## config.mk

```make
export PLATFORM = sky130hd
export DESIGN_NAME = prepro_core
export DESIGN_NICKNAME = d
export VERILOG_FILES = /design/src/common/prepro_pkg.sv /design/src/common/pixel_stream_if.sv /design/src/source/box_sum.sv /design/src/source/fp16_pack.sv /design/src/source/pixel_window.sv /design/src/source/prepro_core.sv
export VERILOG_INCLUDE_DIRS = /design/src /design/src/common
export SDC_FILE = /design/constraint.sdc
export NUM_CORES = 1
export LEC_CHECK = 0
export BUFFER_PORTS_ARGS = -buffer_cell sky130_fd_sc_hd__buf_2
export CORE_ASPECT_RATIO = 0.8
export CORE_MARGIN = 2
export CORE_UTILIZATION = 35
export CTS_CLUSTER_DIAMETER = 50
export CTS_CLUSTER_SIZE = 25
export DETAILED_ROUTE_END_ITERATION = 6
export PLACE_DENSITY = 0.56
export SLEW_MARGIN = 40
export SYNTH_ARGS = -nofsm -noshare
export SYNTH_HDL_FRONTEND = slang
export SYNTH_SLANG_ARGS = --single-unit
```

## constraint.sdc

```tcl
create_clock -name clk_i -period 8.4 [get_ports clk_i]
set_input_delay 2.1 -clock clk_i [delete_from_list [all_inputs] [get_ports clk_i]]
set_output_delay 2.1 -clock clk_i [all_outputs]
set_load 0.01 [all_outputs]
```

## src/common/prepro_defines.svh

```systemverilog
`ifndef PREPRO_DEFINES_SVH
`define PREPRO_DEFINES_SVH

// pixel and coordinate widths
`define PREPRO_PIX_W     8
`define PREPRO_COORD_W   16

// horizontal window, box sum and signed result widths
`define PREPRO_WIN_W     3
`define PREPRO_BOX_W     10
`define PREPRO_CALC_W    12

// fp16 fields
`define PREPRO_EXP_W     5
`define PREPRO_FRAC_W    10
`define PREPRO_EXP_BIAS  15

// results are scaled by 2^-8
`define PREPRO_SCALE_EXP (-8)

`endif

```

## src/common/prepro_pkg.sv

```systemverilog
`default_nettype none

`include "prepro_defines.svh"

package prepro_pkg;

    // ----------------------------------------------------------
    // pixel level types
    typedef logic [`PREPRO_PIX_W-1:0]   pixel_t;
    typedef logic [`PREPRO_COORD_W-1:0] coord_t;

    // zipped pair, plus channel in the upper byte
    typedef struct packed {
        pixel_t plus;
        pixel_t minus;
    } pix_pair_t;

    // index 0 holds the oldest column
    typedef pix_pair_t [`PREPRO_WIN_W-1:0] win_pair_t;

    // ----------------------------------------------------------
    // arithmetic types
    typedef logic signed [`PREPRO_CALC_W-1:0] calc_t;

    typedef struct packed {
        calc_t i_a;
        calc_t i_t;
    } ia_it_t;

    // ----------------------------------------------------------
    // half precision result
    typedef struct packed {
        logic                      sign;
        logic [`PREPRO_EXP_W-1:0]  exp;
        logic [`PREPRO_FRAC_W-1:0] frac;
    } fp16_t;

endpackage

`default_nettype wire

```

## src/common/pixel_stream_if.sv

```systemverilog
`timescale 1ns/1ps
`default_nettype none

// valid/ready stream carrying one payload tagged with its pixel position
interface pixel_stream_if #(
    parameter type payload_t = prepro_pkg::pix_pair_t
);
    import prepro_pkg::*;

    logic     valid;
    logic     ready;
    payload_t payload;
    coord_t   col;
    coord_t   row;

    // producer side
    modport src (
        output valid,
        output payload,
        output col,
        output row,
        input  ready
    );

    // consumer side
    modport snk (
        input  valid,
        input  payload,
        input  col,
        input  row,
        output ready
    );

endinterface

`default_nettype wire

```

## src/source/box_sum.sv

```systemverilog
`timescale 1ns/1ps
`default_nettype none

`include "prepro_defines.svh"

module box_sum (
    input  wire logic   clk_i,
    input  wire logic   i_rst_n,
    pixel_stream_if.snk i_win,
    pixel_stream_if.src o_sum
);
    import prepro_pkg::*;

    localparam int EXT_W = `PREPRO_CALC_W - `PREPRO_BOX_W;

    logic [`PREPRO_BOX_W-1:0] box_plus;
    logic [`PREPRO_BOX_W-1:0] box_minus;
    calc_t                    plus_ext;
    calc_t                    minus_ext;
    ia_it_t                   sum_d;
    ia_it_t                   sum_q;
    coord_t                   col_q;
    coord_t                   row_q;
    logic                     valid_q;
    logic                     accept;

    assign i_win.ready = !valid_q || o_sum.ready;
    assign accept      = i_win.valid && i_win.ready;

    // 1x3 box per channel
    always_comb begin
        box_plus  = '0;
        box_minus = '0;
        for (int k = 0; k < `PREPRO_WIN_W; k++) begin
            box_plus  = box_plus + i_win.payload[k].plus;
            box_minus = box_minus + i_win.payload[k].minus;
        end
    end

    assign plus_ext  = {{EXT_W{1'b0}}, box_plus};
    assign minus_ext = {{EXT_W{1'b0}}, box_minus};
    assign sum_d.i_a = plus_ext + minus_ext;
    assign sum_d.i_t = plus_ext - minus_ext;

    always_ff @(posedge clk_i) begin
        if (!i_rst_n) begin
            valid_q <= 1'b0;
        end else if (i_win.ready) begin
            valid_q <= i_win.valid;
        end
    end

    always_ff @(posedge clk_i) begin
        if (accept) begin
            sum_q <= sum_d;
            col_q <= i_win.col;
            row_q <= i_win.row;
        end
    end

    assign o_sum.valid   = valid_q;
    assign o_sum.payload = sum_q;
    assign o_sum.col     = col_q;
    assign o_sum.row     = row_q;

    // intensity is non-negative and bounds the difference
    a_sum_range: assert property (@(posedge clk_i) disable iff (!i_rst_n)
        valid_q |-> (sum_q.i_a >= 0) && (sum_q.i_t <= sum_q.i_a) && (-sum_q.i_t <= sum_q.i_a));

endmodule

`default_nettype wire

```

## src/source/fp16_pack.sv

```systemverilog
`timescale 1ns/1ps
`default_nettype none

`include "prepro_defines.svh"

module fp16_pack (
    input  wire logic          clk_i,
    input  wire logic          i_rst_n,
    pixel_stream_if.snk        i_sum,
    output logic               o_valid,
    output prepro_pkg::fp16_t  o_i_a,
    output prepro_pkg::fp16_t  o_i_t,
    output prepro_pkg::coord_t o_col,
    output prepro_pkg::coord_t o_row,
    input  wire logic          i_ready
);
    import prepro_pkg::*;

    localparam int EXP_MIN = `PREPRO_EXP_BIAS + `PREPRO_SCALE_EXP;
    localparam int EXP_MAX = EXP_MIN + `PREPRO_FRAC_W;

    // exact conversion, magnitude always fits the mantissa
    function automatic fp16_t to_fp16(input calc_t v);
        logic [`PREPRO_CALC_W-1:0]                mag;
        logic [`PREPRO_CALC_W+`PREPRO_FRAC_W-1:0] aligned;
        int                                       lead;
        int                                       exp_val;
        fp16_t                                    res;
        res  = '0;
        mag  = v[`PREPRO_CALC_W-1] ? -v : v;
        lead = 0;
        for (int i = 0; i < `PREPRO_CALC_W; i++) begin
            if (mag[i]) begin
                lead = i;
            end
        end
        exp_val = lead + EXP_MIN;
        aligned = {{`PREPRO_FRAC_W{1'b0}}, mag} << (`PREPRO_FRAC_W - lead);
        if (mag != '0) begin
            res.sign = v[`PREPRO_CALC_W-1];
            res.exp  = exp_val[`PREPRO_EXP_W-1:0];
            res.frac = aligned[`PREPRO_FRAC_W-1:0];
        end
        return res;
    endfunction

    assign i_sum.ready = !o_valid || i_ready;

    always_ff @(posedge clk_i) begin
        if (!i_rst_n) begin
            o_valid <= 1'b0;
        end else if (i_sum.ready) begin
            o_valid <= i_sum.valid;
        end
    end

    always_ff @(posedge clk_i) begin
        if (i_sum.valid && i_sum.ready) begin
            o_i_a <= to_fp16(i_sum.payload.i_a);
            o_i_t <= to_fp16(i_sum.payload.i_t);
            o_col <= i_sum.col;
            o_row <= i_sum.row;
        end
    end

    a_exp_range: assert property (@(posedge clk_i) disable iff (!i_rst_n)
        o_valid |-> ((o_i_a.exp == '0) || (o_i_a.exp inside {[EXP_MIN:EXP_MAX]}))
            && ((o_i_t.exp == '0) || (o_i_t.exp inside {[EXP_MIN:EXP_MAX]})));

endmodule

`default_nettype wire

```

## src/source/pixel_window.sv

```systemverilog
`timescale 1ns/1ps
`default_nettype none

`include "prepro_defines.svh"

module pixel_window (
    input  wire logic                  clk_i,
    input  wire logic                  i_rst_n,
    input  wire logic                  i_valid,
    input  wire prepro_pkg::pix_pair_t i_pair,
    input  wire prepro_pkg::coord_t    i_col,
    input  wire prepro_pkg::coord_t    i_row,
    output logic                       o_ready,
    pixel_stream_if.src                o_win
);
    import prepro_pkg::*;

    localparam int HIST_D = `PREPRO_WIN_W - 1;
    localparam int CENTRE = `PREPRO_WIN_W / 2;

    pix_pair_t [HIST_D-1:0] hist_q;
    win_pair_t              win_q;
    coord_t                 col_q;
    coord_t                 row_q;
    logic                   valid_q;
    logic                   accept;
    logic                   full_win;

    // last accepted position, for the column order check
    coord_t last_col_q;
    coord_t last_row_q;
    logic   seen_q;

    assign o_ready  = !valid_q || o_win.ready;
    assign accept   = i_valid && o_ready;
    assign full_win = (i_col >= coord_t'(HIST_D));

    always_ff @(posedge clk_i) begin
        if (!i_rst_n) begin
            valid_q <= 1'b0;
            seen_q  <= 1'b0;
        end else begin
            if (o_ready) begin
                valid_q <= accept && full_win;
            end
            if (accept) begin
                seen_q <= 1'b1;
            end
        end
    end

    // ----------------------------------------------------------
    // shifter and window register
    always_ff @(posedge clk_i) begin
        if (accept) begin
            hist_q     <= {i_pair, hist_q[HIST_D-1:1]};
            last_col_q <= i_col;
            last_row_q <= i_row;
            if (full_win) begin
                win_q <= {i_pair, hist_q};
                col_q <= i_col - coord_t'(CENTRE);
                row_q <= i_row;
            end
        end
    end

    assign o_win.valid   = valid_q;
    assign o_win.payload = win_q;
    assign o_win.col     = col_q;
    assign o_win.row     = row_q;

    // columns arrive in order, each row starting at 0
    a_col_order: assert property (@(posedge clk_i) disable iff (!i_rst_n)
        accept |-> (i_col == '0)
            || (seen_q && (i_row == last_row_q) && (i_col == coord_t'(last_col_q + 1'b1))));

    // upstream keeps its pixel while stalled
    a_in_hold: assert property (@(posedge clk_i) disable iff (!i_rst_n)
        i_valid && !o_ready |=> i_valid && $stable(i_pair) && $stable(i_col)
            && $stable(i_row));

endmodule

`default_nettype wire

```

## src/source/prepro_core.sv

```systemverilog
`timescale 1ns/1ps
`default_nettype none

`include "prepro_defines.svh"

module prepro_core (
    input  wire logic                     clk_i,
    input  wire logic                     i_rst_n,

    // upstream pixel pairs
    input  wire logic                     i_valid,
    input  wire logic [`PREPRO_PIX_W-1:0] i_plus,
    input  wire logic [`PREPRO_PIX_W-1:0] i_minus,
    input  wire prepro_pkg::coord_t       i_col,
    input  wire prepro_pkg::coord_t       i_row,
    output logic                          o_ready,

    // downstream fp16 results
    output logic                          o_valid,
    output prepro_pkg::fp16_t             o_i_a,
    output prepro_pkg::fp16_t             o_i_t,
    output prepro_pkg::coord_t            o_col,
    output prepro_pkg::coord_t            o_row,
    input  wire logic                     i_ready
);
    import prepro_pkg::*;

    pix_pair_t in_pair;

    pixel_stream_if #(.payload_t(win_pair_t)) win_s ();
    pixel_stream_if #(.payload_t(ia_it_t))    sum_s ();

    // zip, plus channel in the upper byte
    assign in_pair.plus  = i_plus;
    assign in_pair.minus = i_minus;

    // ----------------------------------------------------------
    // decode
    pixel_window u_pixel_window (
        .clk_i  (clk_i),
        .i_rst_n(i_rst_n),
        .i_valid(i_valid),
        .i_pair (in_pair),
        .i_col  (i_col),
        .i_row  (i_row),
        .o_ready(o_ready),
        .o_win  (win_s.src)
    );

    // ----------------------------------------------------------
    // execute
    box_sum u_box_sum (
        .clk_i  (clk_i),
        .i_rst_n(i_rst_n),
        .i_win  (win_s.snk),
        .o_sum  (sum_s.src)
    );

    // ----------------------------------------------------------
    // result
    fp16_pack u_fp16_pack (
        .clk_i  (clk_i),
        .i_rst_n(i_rst_n),
        .i_sum  (sum_s.snk),
        .o_valid(o_valid),
        .o_i_a  (o_i_a),
        .o_i_t  (o_i_t),
        .o_col  (o_col),
        .o_row  (o_row),
        .i_ready(i_ready)
    );

endmodule

`default_nettype wire

```

# After elaboration in Yosys (flattened, before gate mapping)
# Cells that the tools add are included.
dict set report totals {
  reg_bits 235
  rom_bits 0
  out_inout_bits 66
  memories 0
  inputBits 52
  ramBits 0
  latch_bits 0
  wordCells 82
}
dict set report op_classes {
  magnitude_cmp 1
  eq_ne 0
  mul 0
  shifts 2
  div_mod_pow 0
  muxes 26
  reduce_logical 13
  bitwise_logic 0
  add_sub_neg 13
}
# op n
set ops {}
lappend ops {{two-way mux 32 bit} 2}
lappend ops {{<< shifter 12 x 32 -> 10 bit} 2}
lappend ops {{subtractor 5 x 32 -> 32 bit (first input constant)} 2}
lappend ops {{two-way mux 4 bit} 8}
lappend ops {{two-way mux 12 bit} 2}
lappend ops {{two-way mux 3 bit} 8}
lappend ops {{negator 12 bit} 2}
lappend ops {{nonzero test 12 bit} 2}
lappend ops {{adder 10 x 8 -> 10 bit} 2}
lappend ops {{adder 8 x 8 -> 9 bit} 2}
lappend ops {{greater-or-equal comparator 16 x 2 -> 1 bit (second input constant)} 1}
lappend ops {{subtractor 16 x 1 -> 16 bit (second input constant)} 1}
lappend ops {{adder 10 x 10 -> 11 bit} 1}
lappend ops {{subtractor 10 x 10 -> 11 bit} 1}
lappend ops {{adder 5 x 4 -> 5 bit (second input constant)} 2}
lappend ops {{two-way mux 2 bit} 4}
lappend ops {{logical AND 1 bit} 4}
lappend ops {{zero test 1 bit} 3}
lappend ops {{logical OR 1 bit} 3}
lappend ops {{two-way mux 1 bit} 2}
lappend ops {{AND reduction 2 bit} 1}

# Longest topological paths before layout
# Gate-level depths: netlist of the first run.
dict set report logic_depth {
  depth_word 16
  depth_mapped 19
  ltp_nobuf 18
}

# Hierarchy
# Synthesis of the first run repeated with hierarchy kept, for this count alone.
dict set report hier_totals {
  cells_unflattened 845
  area_unflattened_um2 11436.0
}
# module n_inst area_each_um2 cells_each seq_area_each_um2
set by_module_without_submodules {}
lappend by_module_without_submodules {fp16_pack 1 4227.8 412 1941.9}
lappend by_module_without_submodules {pixel_window 1 3732.3 162 3383.2}
lappend by_module_without_submodules {box_sum 1 3475.8 271 1611.5}

# Worst setup path after synthesis of the first run
# Ideal clock, no wire load.
dict set report synth_timing {
  kind {input to register}
  from {input i_ready}
  to {register u_box_sum.col_q[0] (netlist: u_box_sum.o_sum.col[0]) (enable)}
  setup_slack_ns 1.797
  setup_time_ns 0.545
  arrival_time_ns 6.058
  path_stages 2
  path_buffers 0
  required_time_ns 7.855
  cell_sequence {nor2b_1 > a21boi_0}
}
dict set report synth_between {
  elab_chain_len 3
}
# item line
set synth_lines {}
lappend synth_lines {{start, declared} prepro_core.sv:24} ;# input wire logic i_ready
lappend synth_lines {{logical OR 1 bit} fp16_pack.sv:47} ;# assign i_sum.ready = !o_valid || i_ready;
lappend synth_lines {{logical OR 1 bit} box_sum.sv:27} ;# assign i_win.ready = !valid_q || o_sum.ready;
lappend synth_lines {{logical AND 1 bit} box_sum.sv:28} ;# assign accept = i_win.valid && i_win.ready;
lappend synth_lines {{named net u_box_sum.accept} box_sum.sv:25} ;# logic accept;
lappend synth_lines {{end signal, assigned} box_sum.sv:56} ;# col_q <= i_win.col;
lappend synth_lines {{end, declared} box_sum.sv:22} ;# coord_t col_q;
# The timed path passes the listed nets, and every way through them passes these cells.
# A chain may end at the register's enable or synchronous reset.

# Worst setup path after layout of the first run
dict set report layout_timing {
  from {input i_ready}
  to {output o_ready}
}
dict set report layout_between {
  elab_chain_len 3
}
# item line
set layout_lines {}
lappend layout_lines {{logical OR 1 bit} fp16_pack.sv:47}
lappend layout_lines {{logical OR 1 bit} box_sum.sv:27}
lappend layout_lines {{logical OR 1 bit} pixel_window.sv:34} ;# assign o_ready = !valid_q || o_win.ready;
lappend layout_lines {{end, declared} prepro_core.sv:16} ;# output logic o_ready,
# Every way passes these cells.

==> impl_summary.md, run 1 <==
Final layout
Cells fill 41.5% of the core in the end. The net count of the finished layout is 1026. The share of cells above drive strength 1 is 19.5%. The relative area change from synthesis to final layout is 16.9%. The antenna cell count is 0. Leaving out filler cells and counting taps, the final layout contains 1337.

In the layout the commonest cells are sky130_fd_sc_hd__edfxtp_1 (228), sky130_fd_sc_hd__buf_2 (116), sky130_fd_sc_hd__ha_1 (61). The most common library cell in the layout ignoring fill and taps is sky130_fd_sc_hd__edfxtp_1.

Setup path
The worst setup path category is in -> out. For flop-to-flop paths, the worst setup slack is 3.81 ns. The number of buffers and inverters on the critical path is 2. The critical path's top delay family is simple AND/OR/NAND/NOR gates. Walking the worst path, the cells encountered are buf_2, nor2b_1, nand3_1, buf_2.

The cell occurring most often along the worst timing path is sky130_fd_sc_hd__buf_2. The number of cells on the worst reg-to-reg path is 14. At the worst endpoint, the arrival time is 3.00 ns. In this run the critical register-to-register path is launched from u_box_sum.o_sum.payload[12]$_DFFE_PP_.

The stage delay of the slowest cell on the critical path is 0.44 ns. The critical path's slowest cell is sky130_fd_sc_hd__nor2b_1. STA classifies the critical path startpoint as an input port. The endpoint required time on the critical path is 6.30 ns.

In this run the number of cells on the critical path is 4. The type of destination of the critical path is an output port. In this run the worst path has a maximum fanout of 5. In this run the critical register-to-register path is captured at u_fp16_pack.o_i_t[8]$_SDFFCE_PN0P_.

Synth
The post-synthesis register bit count is 231. Ranked by total cell area, the synthesized netlist is headed by sky130_fd_sc_hd__edfxtp_1 (63%), sky130_fd_sc_hd__ha_1 (7.1%), sky130_fd_sc_hd__xnor2_1 (3.4%). In this run, distinct cell masters in the synthesized netlist total 72. Synthesis produced a netlist whose cell count is 777. The most common flop cell mapped by yosys is sky130_fd_sc_hd__edfxtp_1.

Summed over all instances, the cell type with the most area after synthesis is sky130_fd_sc_hd__edfxtp_1. In this run the mean area of a mapped cell was 13.9 um2. The number of warnings reported in the yosys synthesis log is 0. After synthesis, the largest area contributor takes up 63.4% of total cell area. Counting flops with a built-in enable in the synthesized netlist gives 228.

In the synthesized netlist the async set-or-reset flop fraction comes to 0%. The number of nets in the synthesized netlist is 896. In this run the cell area of the synthesized design comes to 10800 um2.

Sequential cells were found to cover 64.0% of the synthesized design area.

STA
The count of endpoints failing setup in the final report is 0. The time the worst path needs with I/O delays and setup is 5.10 ns. The final setup skew is 0.0192 ns. The final max-slew violation count is 0. The total negative slack for setup checks is 0 ns. Setup repair after global routing left no endpoint under its margin.

The worst pin sits at a relative slew slack of 49.3%. The final hold violation count is 0. The worst path uses 60.7% of the clock period. Hold timing on the final database bottoms out at a slack of 0.412 ns. The maximum operating frequency is 196 MHz.

The transition at the pin with the smallest max-transition slack is 0.754 ns.

Global routing
Across every metal layer, demand over resource in global routing totals 11.9%. The number of global-route vias before repair is 6130. After global routing the overflow that remains totals 0. The first global-routing pass estimated 31.2 mm of wire. The number of antenna violations at the first check in global routing is 0. Entering global routing, the biggest net connects 64 pins.

Route
Summed over all layers, the routed wires come to 19.1 mm. The routed layout has 6222 vias. The via density per instance is 4.65.

Once detail routing completed, the nets flagged for antenna violations numbered 0. The first TritonRoute pass finished after 6 iterations. The count of unresolved DRC violations after routing is 0. The violation count after the first detailed-route iteration is 270. The final routed wire length divided by cell count is 14.3 um.

Floorplan
The vertical die dimension is 161 um. The floorplan has 57 rows. The region available for standard cell placement spans 30400 um2. The overall die width is 200 um. The number of I/O pins is 118. The starting density of the core is 35.5%. The floorplan step defined a die boundary enclosing 32300 um2.

Clock network
Buffers added to address setup during post-CTS repair amount to 0. The number of gates resized after CTS was 0. The number of buffers inserted during clock tree synthesis is 23.

The clock insertion delay at the later pin of the skew report is 0.53 ns. CTS built an H-tree with a depth of 1. The TritonCTS clock tree is built. No sink is reached through more buffers than the 3 on the longest clock path.

The cell sitting at the root of the clock tree is a sky130_fd_sc_hd__clkbuf_16. The count of hold-fix buffers inserted at cts is 0. After clock tree synthesis, the clock-pin slew on the worst setup and hold paths is 0.07 ns. The TritonCTS sink count is 231.

Min path
The worst hold path terminates at u_fp16_pack.o_col[0]$_DFFE_PP_. The number of stages on the worst hold path is 0. The startpoint identified for the worst hold timing path is u_box_sum.o_sum.col[0]$_DFFE_PP_. The path class of the tightest hold or removal check is reg -> reg.

Run
Max-cap violations in this run came to 0.

Place
The cell total after placement is 1295. The HPWL reported at the end of detailed placement is 14.0 mm. The weighted congestion at the end of routability-driven global placement is 0.797. The number of I/O port buffers is 116.

Pwr
The power per standard cell area is 356 nW/um2. The completed layout was analyzed and its total power is 4500 uW. The reported leakage power is 0.00484 uW. The worst vdd rail ir drop is 0.138 mV.

Outcome
The flow ran to the end, and the final reports show no timing, DRC or antenna violations.
-- per-layer routing --
layer	up-vias	share of wire, %	GRT usage, %
li1	3168	-	-
met4	0	2.4	3.43
met2	105	45	18.9
met3	29	3.9	2.68
met1	2920	48	16.4
met5	-	0	0
-- per-stage QoR --
step           instance area (um2)  setup slack, ns
2_1_floorplan                10800             1.80
3_3_place_gp                 11900             3.32
3_5_place_dp                 11900             3.30
4_1_cts                      12600             3.30
5_1_grt                      12600             3.18
6_report                     12600             3.30
-- final cells by class --
| class | instances | area, um2 |
|---|---|---|
| Sequential cell | 231 | 6910 |
| Inverter | 56 | 210 |
| Multi-Input combinational cell | 474 | 3640 |
| Clock buffer | 30 | 612 |
| Clock inverter | 12 | 114 |
| Fill cell | 2882 | 17800 |
| Tap cell | 413 | 517 |
| Timing Repair Buffer | 121 | 622 |
-- kinds of logic (layout without fill, tap and decap cells) --
kind of cell | after synthesis | in the layout | synth area share [%]
adders and majority gates | 67 | 67 | 8.18
other | 1 | 1 | 0.0347
muxes | 13 | 13 | 1.50
buffers and inverters | 72 | 219 | 2.60
DFF | 231 | 231 | 64.0
and+or+nand+nor | 161 | 161 | 7.70
xor gates and xnor gates | 69 | 69 | 5.60
AOI/OAI and AO/OA | 163 | 163 | 10.4
-- synth_stat cells, types with 10 or more instances --
cell / number
sky130_fd_sc_hd__edfxtp_1: 228
sky130_fd_sc_hd__ha_1: 61
sky130_fd_sc_hd__inv_1: 52
sky130_fd_sc_hd__nor2_1: 52
sky130_fd_sc_hd__a21oi_1: 48
sky130_fd_sc_hd__xnor2_1: 42
sky130_fd_sc_hd__xor2_1: 27
sky130_fd_sc_hd__nand2_1: 24
sky130_fd_sc_hd__o21ai_0: 19
sky130_fd_sc_hd__o21bai_1: 16
sky130_fd_sc_hd__a21o_1: 15
sky130_fd_sc_hd__nor3_1: 15
sky130_fd_sc_hd__nor2b_1: 14
sky130_fd_sc_hd__clkbuf_1: 10
sky130_fd_sc_hd__nand3_1: 10
-- power by group --
part	switching [uW]	total [uW]	internal, uW
sequential	106	1630	1520
clock	440	974	534
combinational	1090	1890	806
total	1630	4500	2860
-- sequential cells by signal (all words and copies together), names as in the netlist, 15 cells and up --
name	flops
u_fp16_pack.o_i_t	16
u_pixel_window.o_win.payload	48
u_fp16_pack.o_i_a	15
u_pixel_window.o_win.row	16
u_fp16_pack.o_row	16
u_box_sum.o_sum.col	16
u_pixel_window.hist_q	32
u_box_sum.o_sum.payload	21
u_pixel_window.o_win.col	16
u_fp16_pack.o_col	16
u_box_sum.o_sum.row	16
-- worst reg2reg max path, cell delays in order (launching register included) --
cell and delay, ns:
sky130_fd_sc_hd__edfxtp_1 0.59, sky130_fd_sc_hd__inv_1 0.18, sky130_fd_sc_hd__ha_1 0.40, sky130_fd_sc_hd__or3b_2 0.53
sky130_fd_sc_hd__or3_1 0.32, sky130_fd_sc_hd__a22o_1 0.26, sky130_fd_sc_hd__a21o_1 0.21, sky130_fd_sc_hd__o21ai_4 0.23
sky130_fd_sc_hd__ha_1 0.39, sky130_fd_sc_hd__clkinv_1 0.37, sky130_fd_sc_hd__a21oi_1 0.21, sky130_fd_sc_hd__o21ai_0 0.14
sky130_fd_sc_hd__and3_1 0.21, sky130_fd_sc_hd__o2111ai_1 0.17, sky130_fd_sc_hd__o32ai_1 0.12
-- worst max-delay path by stage --
stage | end | startpoint | slack [ns]
floorplan | u_box_sum.o_sum.col[0]$_DFFE_PP_ | i_ready | 1.80
global placement | o_ready | i_ready | 3.32
detailed placement | o_ready | i_ready | 3.30
CTS | o_ready | i_ready | 3.30
global route | o_ready | i_ready | 3.18
finish | o_ready | i_ready | 3.30
Power figures use the tool's default switching activity.
==> run 2, diff against run 1 <==
==> constraint.sdc (replaced) <==
create_clock -name clk_i -period 5.2 [get_ports clk_i]
set_input_delay 1.3 -clock clk_i [delete_from_list [all_inputs] [get_ports clk_i]]
set_output_delay 1.3 -clock clk_i [all_outputs]
set_load 0.01 [all_outputs]
==> impl_summary.md, run 2 (same netlist as run 1, synthesis figures left out) <==
STA
The count of endpoints failing setup in the final report is 0 (unchanged). The maximum operating frequency is 219 MHz. The final setup skew was 0.0246 ns (+0.00535 ns). The total negative slack for setup checks was 0 ns (unchanged). Setup repair after global routing left no endpoint under its margin. The least setup slack across all paths after layout is 0.639 ns (-2.66 ns).

The worst slew slack as a fraction of its limit came to 48.7% (-0.62 points). The final hold violation count is 0 (unchanged). The transition at the pin with the smallest max-transition slack came to 0.765 ns (+0.0111 ns). The final max-slew violation count is 0 (unchanged). The time the worst path needs with I/O delays and setup is 4.56 ns. The period utilization is 87.7%.

Setup path
The endpoint required time on the critical path is 5.46 ns (-0.84 ns). The critical path is of the reg -> reg type. The startpoint type of the worst setup path is a register.

The highest net fanout along the worst path is 12 (+7). The slack of the worst reg-to-reg path came to 0.64 ns (-3.17 ns). In this run the critical register-to-register path is launched from u_box_sum.o_sum.payload[12]$_DFFE_PP_. The signal arrival time at the worst endpoint is 4.82 ns (+1.82 ns). The number of cells on the worst reg-to-reg path is 14 (unchanged). The endpoint identified for the worst register-to-register timing path is u_fp16_pack.o_i_t[8]$_SDFFCE_PN0P_. The type of destination of the critical path is a register.

Route
The sum of routed wire length over all layers is 19.5 mm (+2.0%). The count of antenna-violating nets left after detailed routing is 0 (unchanged). The first-pass detailed-route iteration total is 4 (-2). The final routed wire length divided by cell count is 14.5 um (+1.7%). The routed via count is 6302 (+1.3%). The violation count after the first detailed-route iteration is 381 (+41%). The count of unresolved DRC violations after routing is 0 (unchanged).

The via density per instance was 4.70 (+0.91%).

Place
The cell total after placement is 1295 (unchanged). The number of I/O port buffers is 116 (unchanged). The weighted congestion at the end of routability-driven global placement is 0.823 (+3.3%).

The HPWL reported at the end of detailed placement is 14.1 mm (+0.48%). The post-placement setup slack is 0.657 ns (-2.64 ns).

Floorplan
The number of rows created at floorplan is 57 (unchanged). The vertical die dimension is 161 um (unchanged). The die area was 32300 um2 (unchanged). The starting density of the core is 35.5% (unchanged). The overall die width was 200 um (unchanged). The standard cell core area is 30400 um2 (unchanged). The number of I/O pins is 118 (unchanged).

Pwr
The reported leakage power is 0.00493 uW (+1.9%). The worst vdd rail ir drop was 0.305 mV (+120%). The power consumption is 7610 uW (+69%). The power per standard cell area is 594 nW/um2 (+67%).

Min path
The worst min-delay path class is reg -> reg. The path with the worst hold slack has its endpoint at u_fp16_pack.o_col[6]$_DFFE_PP_. The hold path startpoint is u_box_sum.o_sum.col[6]$_DFFE_PP_. The number of stages on the worst hold path was 0 (unchanged).

Final layout
The most common library cell in the layout ignoring fill and taps is sky130_fd_sc_hd__edfxtp_1. The fill cell total of the finished layout is 2896 (+0.49%). The antenna cell count is 0 (unchanged). The share of cells above drive strength 1 is 20.6% (+1.1 points).

The number of flip-flops in the largest register is 48 (unchanged). The final standard cell count with taps included and fillers excluded is 1342 (+0.37%). The sequential cell area in the final layout is 6910 um2 (unchanged). The relative area change from synthesis to final layout is 18.7%. The final design utilization is 42.2% (+0.63 points).

The net count of the finished layout is 1029 (+0.29%). In the layout the commonest cells are sky130_fd_sc_hd__edfxtp_1 (228), sky130_fd_sc_hd__buf_2 (116), sky130_fd_sc_hd__ha_1 (61). The combined area of the multi-input logic cells is 3640 um2 (unchanged).

Clock network
The number of cells upsized or downsized after cts is 0 (unchanged). TritonCTS built the clock tree. The H-tree depth reported by CTS is 1 (unchanged). The count of hold-fix buffers inserted at cts came to 0 (unchanged). The clock insertion delay at the later pin of the skew report is 0.55 ns (+0.02 ns).

The clock slew seen by the registers of the worst setup and hold paths is 0.07 ns (about the same). The TritonCTS sink count is 231 (unchanged). The maximum root-to-sink buffer count came to 3 (unchanged). The number of buffers inserted during clock tree synthesis is 26 (+13%). The number of setup buffers added after CTS is 0 (unchanged). The cell at the root of the clock tree is sky130_fd_sc_hd__clkbuf_16.

Global routing
The overall fraction of global-route tracks in use was 12.1% (+0.23 points). The overall overflow remaining after global route is 0 (unchanged). The pin count of the biggest net entering global routing is 64 (unchanged).

The wire length of the first global-routing pass is 31.6 mm (+1.3%). The number of antenna violations at the first check in global routing came to 0 (unchanged). The number of global-route vias before repair is 6188 (+0.95%).

Run
The total of max-cap violations is 0 (unchanged).

Outcome
The run finished with clean final reports.
## run 2: changes by cell type in the layout (fill, tap and decap cells not counted)
cell,delta
sky130_fd_sc_hd__clkbuf_1,-6
sky130_fd_sc_hd__clkinv_8,+4
sky130_fd_sc_hd__clkbuf_16,+3
sky130_fd_sc_hd__inv_12,+2
sky130_fd_sc_hd__inv_6,+2
sky130_fd_sc_hd__bufinv_16,+1
sky130_fd_sc_hd__clkbuf_8,-1
sky130_fd_sc_hd__clkinv_2,-1
sky130_fd_sc_hd__inv_8,+1
## run 2: worst max path at each step
stage          slack, ns                                     to  depth (start not counted)                                  start
2_1_floorplan       0.22  u_pixel_window.o_win.col[0]$_DFFE_PP_                          4                                i_ready
3_3_place_gp        0.78     u_fp16_pack.o_i_t[8]$_SDFFCE_PN0P_                         14  u_box_sum.o_sum.payload[12]$_DFFE_PP_
3_5_place_dp        0.66     u_fp16_pack.o_i_t[8]$_SDFFCE_PN0P_                         14  u_box_sum.o_sum.payload[12]$_DFFE_PP_
4_1_cts             0.65     u_fp16_pack.o_i_t[8]$_SDFFCE_PN0P_                         14  u_box_sum.o_sum.payload[12]$_DFFE_PP_
5_1_grt             0.32     u_fp16_pack.o_i_t[8]$_SDFFCE_PN0P_                         14  u_box_sum.o_sum.payload[12]$_DFFE_PP_
6_report            0.64     u_fp16_pack.o_i_t[8]$_SDFFCE_PN0P_                         14  u_box_sum.o_sum.payload[12]$_DFFE_PP_
## run 2: routing by layer
metal | routed length (um) | GRT usage, % | vias to the layer above
met5 | 0 | 0 | -
met4 | 448 | 3.57 | 0
met3 | 1000 | 2.87 | 34
met2 | 8790 | 19.4 | 128
met1 | 9270 | 16.5 | 2959
li1 | - | - | 3181
## run 2: critical path: stages, from the launching register on
cell                        delay, ns
sky130_fd_sc_hd__edfxtp_1        0.60
sky130_fd_sc_hd__inv_1           0.18
sky130_fd_sc_hd__ha_1            0.41
sky130_fd_sc_hd__or3b_2          0.52
sky130_fd_sc_hd__or3_1           0.32
sky130_fd_sc_hd__a22o_1          0.26
sky130_fd_sc_hd__a21o_1          0.21
sky130_fd_sc_hd__o21ai_4         0.23
sky130_fd_sc_hd__ha_1            0.40
sky130_fd_sc_hd__clkinv_1        0.36
sky130_fd_sc_hd__a21oi_1         0.19
sky130_fd_sc_hd__o21ai_0         0.13
sky130_fd_sc_hd__and3_1          0.20
sky130_fd_sc_hd__o2111ai_1       0.16
sky130_fd_sc_hd__o32ai_1         0.11
## run 2: layout make-up
type                            instances  share of cell area [%]
Sequential cell                       231                    53.9
Inverter                               56                    1.64
Tap cell                              413                    4.03
Multi-Input combinational cell        474                    28.4
Timing Repair Buffer                  121                    4.85
Clock buffer                           26                    5.08
Clock inverter                         21                    2.07
## run 2: stage by stage
stage                     hold slack, ns  area, um2
after floorplan                    0.400      10800
after global routing               0.429      12800
after global placement             0.400      11900
final                              0.420      12800
after CTS                          0.421      12800
after detailed placement           0.405      11900
## run 2: where the power goes
part	total, uW	switching (uW)	leakage, uW	internal (uW)
clock	1890	851	0.000444	1040
combinational	3090	1790	0.00228	1300
sequential	2640	178	0.00220	2460
total	7610	2810	0.00493	4800
==> run 3, diff against run 2 <==
--- a/config.mk
+++ b/config.mk
@@ -7,8 +7,8 @@
 export NUM_CORES = 1
 export LEC_CHECK = 0
 export BUFFER_PORTS_ARGS = -buffer_cell sky130_fd_sc_hd__buf_2
-export CORE_ASPECT_RATIO = 0.8
-export CORE_MARGIN = 2
+export CORE_ASPECT_RATIO = 0.6
+export CORE_MARGIN = 4
 export CORE_UTILIZATION = 35
 export CTS_CLUSTER_DIAMETER = 50
 export CTS_CLUSTER_SIZE = 25
==> impl_summary.md, run 3 (same netlist as run 1, synthesis figures left out) <==
Outcome
The flow ran to the end, and the final reports show no timing, DRC or antenna violations.

Floorplan
The standard cell core area was 30200 um2 (-0.72%). The number of rows created at floorplan was 49 (-14%). The starting density of the core was 35.8% (+0.26 points). The die area is 33800 um2 (+4.8%). The vertical die dimension came to 144 um (-11%). The number of I/O pins is 118 (unchanged).

The overall die width is 235 um (+17%).

Min path
The tightest min-delay check is of the reg -> reg type.

Setup path
The highest net fanout along the worst path came to 12 (unchanged). The startpoint type of the worst setup path is a register. The worst setup path endpoint is u_fp16_pack.o_i_t[8]$_SDFFCE_PN0P_.

The end of the worst register-to-register path is u_fp16_pack.o_i_t[8]$_SDFFCE_PN0P_. The signal arrival time at the worst endpoint is 4.83 ns (about the same). The worst register-to-register path begins at u_box_sum.o_sum.payload[12]$_DFFE_PP_. The endpoint required time on the critical path was 5.44 ns (-0.02 ns).

The number of cells on the worst reg-to-reg path is 15 (+1). The worst setup path is of the reg -> reg kind. The slack of the worst reg-to-reg path was 0.61 ns (-0.03 ns). The most critical setup path has its startpoint at u_box_sum.o_sum.payload[12]$_DFFE_PP_.

The type of destination of the critical path is a register.

Global routing
The overall overflow remaining after global route is 0 (unchanged). The number of antenna violations at the first check in global routing came to 0 (unchanged). The pin count of the biggest net entering global routing was 54 (-16%). The number of global-route vias before repair was 6124 (-1.0%). The overall fraction of global-route tracks in use came to 11.6% (-0.51 points). The wire length of the first global-routing pass came to 32.2 mm (+2.1%).

STA
The transition at the pin with the smallest max-transition slack is 0.791 ns (+0.0256 ns). The final max-slew violation count is 0 (unchanged). The worst slew slack as a fraction of its limit was 46.9% (-1.7 points).

The final hold violation count was 0 (unchanged). Setup repair after global routing left no endpoint under its margin. The count of endpoints failing setup in the final report is 0 (unchanged). The final setup skew is 0.0274 ns (+0.00277 ns). The worst-case hold slack is 0.416 ns (-0.00426 ns).

The maximum operating frequency was 218 MHz (-0.62%). The total negative slack for setup checks came to 0 ns (unchanged). The period utilization was 88.3% (+0.55 points).

The time the worst path needs with I/O delays and setup is 4.59 ns (+0.0286 ns).

Route
The via density per instance is 4.72 (+0.52%). The sum of routed wire length over all layers is 20.0 mm (+2.6%). The count of unresolved DRC violations after routing was 0 (unchanged). The final routed wire length divided by cell count came to 15.1 um (+3.5%). The violation count after the first detailed-route iteration is 378 (-0.79%).

The routed via count is 6278 (-0.38%). The count of antenna-violating nets left after detailed routing came to 0 (unchanged). The first-pass detailed-route iteration total was 4 (unchanged).

Clock network
The H-tree depth reported by CTS is 1 (unchanged). The number of setup buffers added after CTS was 0 (unchanged). The clock slew seen by the registers of the worst setup and hold paths is 0.06 ns (about the same).

The number of cells upsized or downsized after cts came to 0 (unchanged). The maximum root-to-sink buffer count was 3 (unchanged). The tree is rooted in a sky130_fd_sc_hd__clkbuf_16. The count of hold-fix buffers inserted at cts is 0 (unchanged). The clock insertion delay at the later pin of the skew report is 0.53 ns (-0.02 ns).

TritonCTS built the clock tree. The number of buffers inserted during clock tree synthesis is 21 (-19%). The TritonCTS sink count is 231 (unchanged).

Run
The total of max-cap violations is 0 (unchanged).

Final layout
The share of cells above drive strength 1 is 20.0% (-0.60 points). The antenna cell count was 0 (unchanged). The number of flip-flops in the largest register is 48 (unchanged). The area of all placed cells without fillers is 12600 um2 (-1.3%).

The final standard cell count with taps included and fillers excluded is 1330 (-0.89%). The relative area change from synthesis to final layout is 17.2%. The library cell used most frequently in the layout, excluding fill and tap cells, is sky130_fd_sc_hd__edfxtp_1. In the layout the commonest cells are sky130_fd_sc_hd__edfxtp_1 (228), sky130_fd_sc_hd__buf_2 (116), sky130_fd_sc_hd__ha_1 (61). The net count of the finished layout was 1026 (-0.29%).

Place
The cell total after placement is 1292 (-0.23%). The HPWL reported at the end of detailed placement is 14.6 mm (+4.1%). The number of I/O port buffers was 116 (unchanged). The weighted congestion at the end of routability-driven global placement is 0.834 (+1.3%). The post-placement cell area is 11900 um2 (+0.40%).

Pwr
The reported leakage power was 0.00485 uW (-1.7%). The worst vdd rail ir drop was 0.283 mV (-7.2%). The power per standard cell area is 578 nW/um2 (-2.8%).
## run 3: changes by cell type in the layout (fill, tap and decap cells not counted), sizes merged
cell	change
bufinv	-1
buf	+2
clkbuf	-5
clkinvlp	-1
inv	-2
## run 3: power breakdown
group          leakage, uW  switching [uW]  internal (uW)
logic              0.00230            1800           1310
clock network     0.000345             769            798
registers          0.00220             175           2460
## run 3: per-layer routing
| metal | part of all wire [%] | GRT usage (%) | vias up | wire length, um |
|---|---|---|---|---|
| met2 | 40 | 16.7 | 146 | 8090 |
| met1 | 52 | 17.9 | 2943 | 10400 |
| met5 | 0 | 0 | - | 0 |
| li1 | - | - | 3164 | - |
| met3 | 5.6 | 2.74 | 25 | 1130 |
| met4 | 1.9 | 2.52 | 0 | 383 |
## run 3: final cells by class
cell class                 count  area, um2
inverter                      56        210
clock buffer                  21        526
tap                          408        510
fill                        2842      17500
clock inverter                17        180
timing repair buffer         123        671
sequential                   231       6910
multi-input combinational    474       3640
## run 3: how the worst min path moves through the flow
stage | depth (start not counted) | from | slack (ns) | end
after floorplan | 0 | u_pixel_window.o_win.col[0]$_DFFE_PP_ | 0.40 | u_box_sum.o_sum.col[0]$_DFFE_PP_
after global placement | 0 | u_pixel_window.hist_q[11]$_DFFE_PP_ | 0.40 | u_pixel_window.o_win.payload[11]$_DFFE_PP_
after detailed placement | 0 | u_pixel_window.o_win.col[2]$_DFFE_PP_ | 0.40 | u_box_sum.o_sum.col[2]$_DFFE_PP_
after CTS | 0 | u_box_sum.o_sum.row[6]$_DFFE_PP_ | 0.42 | u_fp16_pack.o_row[6]$_DFFE_PP_
after global routing | 0 | u_pixel_window.o_win.row[6]$_DFFE_PP_ | 0.42 | u_box_sum.o_sum.row[6]$_DFFE_PP_
final | 0 | u_box_sum.o_sum.row[6]$_DFFE_PP_ | 0.42 | u_fp16_pack.o_row[6]$_DFFE_PP_
## run 3: worst max-delay path, cell delays in order (launching register included)
cell and delay [ns]:
sky130_fd_sc_hd__edfxtp_1 0.35, sky130_fd_sc_hd__buf_4 0.19, sky130_fd_sc_hd__inv_1 0.11, sky130_fd_sc_hd__ha_1 0.40, sky130_fd_sc_hd__or3b_2 0.53, sky130_fd_sc_hd__or3_1 0.32, sky130_fd_sc_hd__a22o_1 0.28, sky130_fd_sc_hd__a21o_1 0.22
sky130_fd_sc_hd__o21ai_4 0.23, sky130_fd_sc_hd__ha_1 0.38, sky130_fd_sc_hd__clkinv_1 0.36, sky130_fd_sc_hd__a21oi_1 0.24, sky130_fd_sc_hd__o21ai_0 0.16, sky130_fd_sc_hd__and3_1 0.22, sky130_fd_sc_hd__o2111ai_1 0.19, sky130_fd_sc_hd__o32ai_1 0.13
## run 3: through the flow
stage                     power [uW]  utilization [%]  setup WS (ns)
final                           7300             41.9          0.611
after global routing            7870             41.9          0.300
after CTS                       7370             41.9          0.651
after detailed placement        5760             39.6          0.684
after global placement          5760             39.5          0.867
after floorplan                 5070                -          0.219
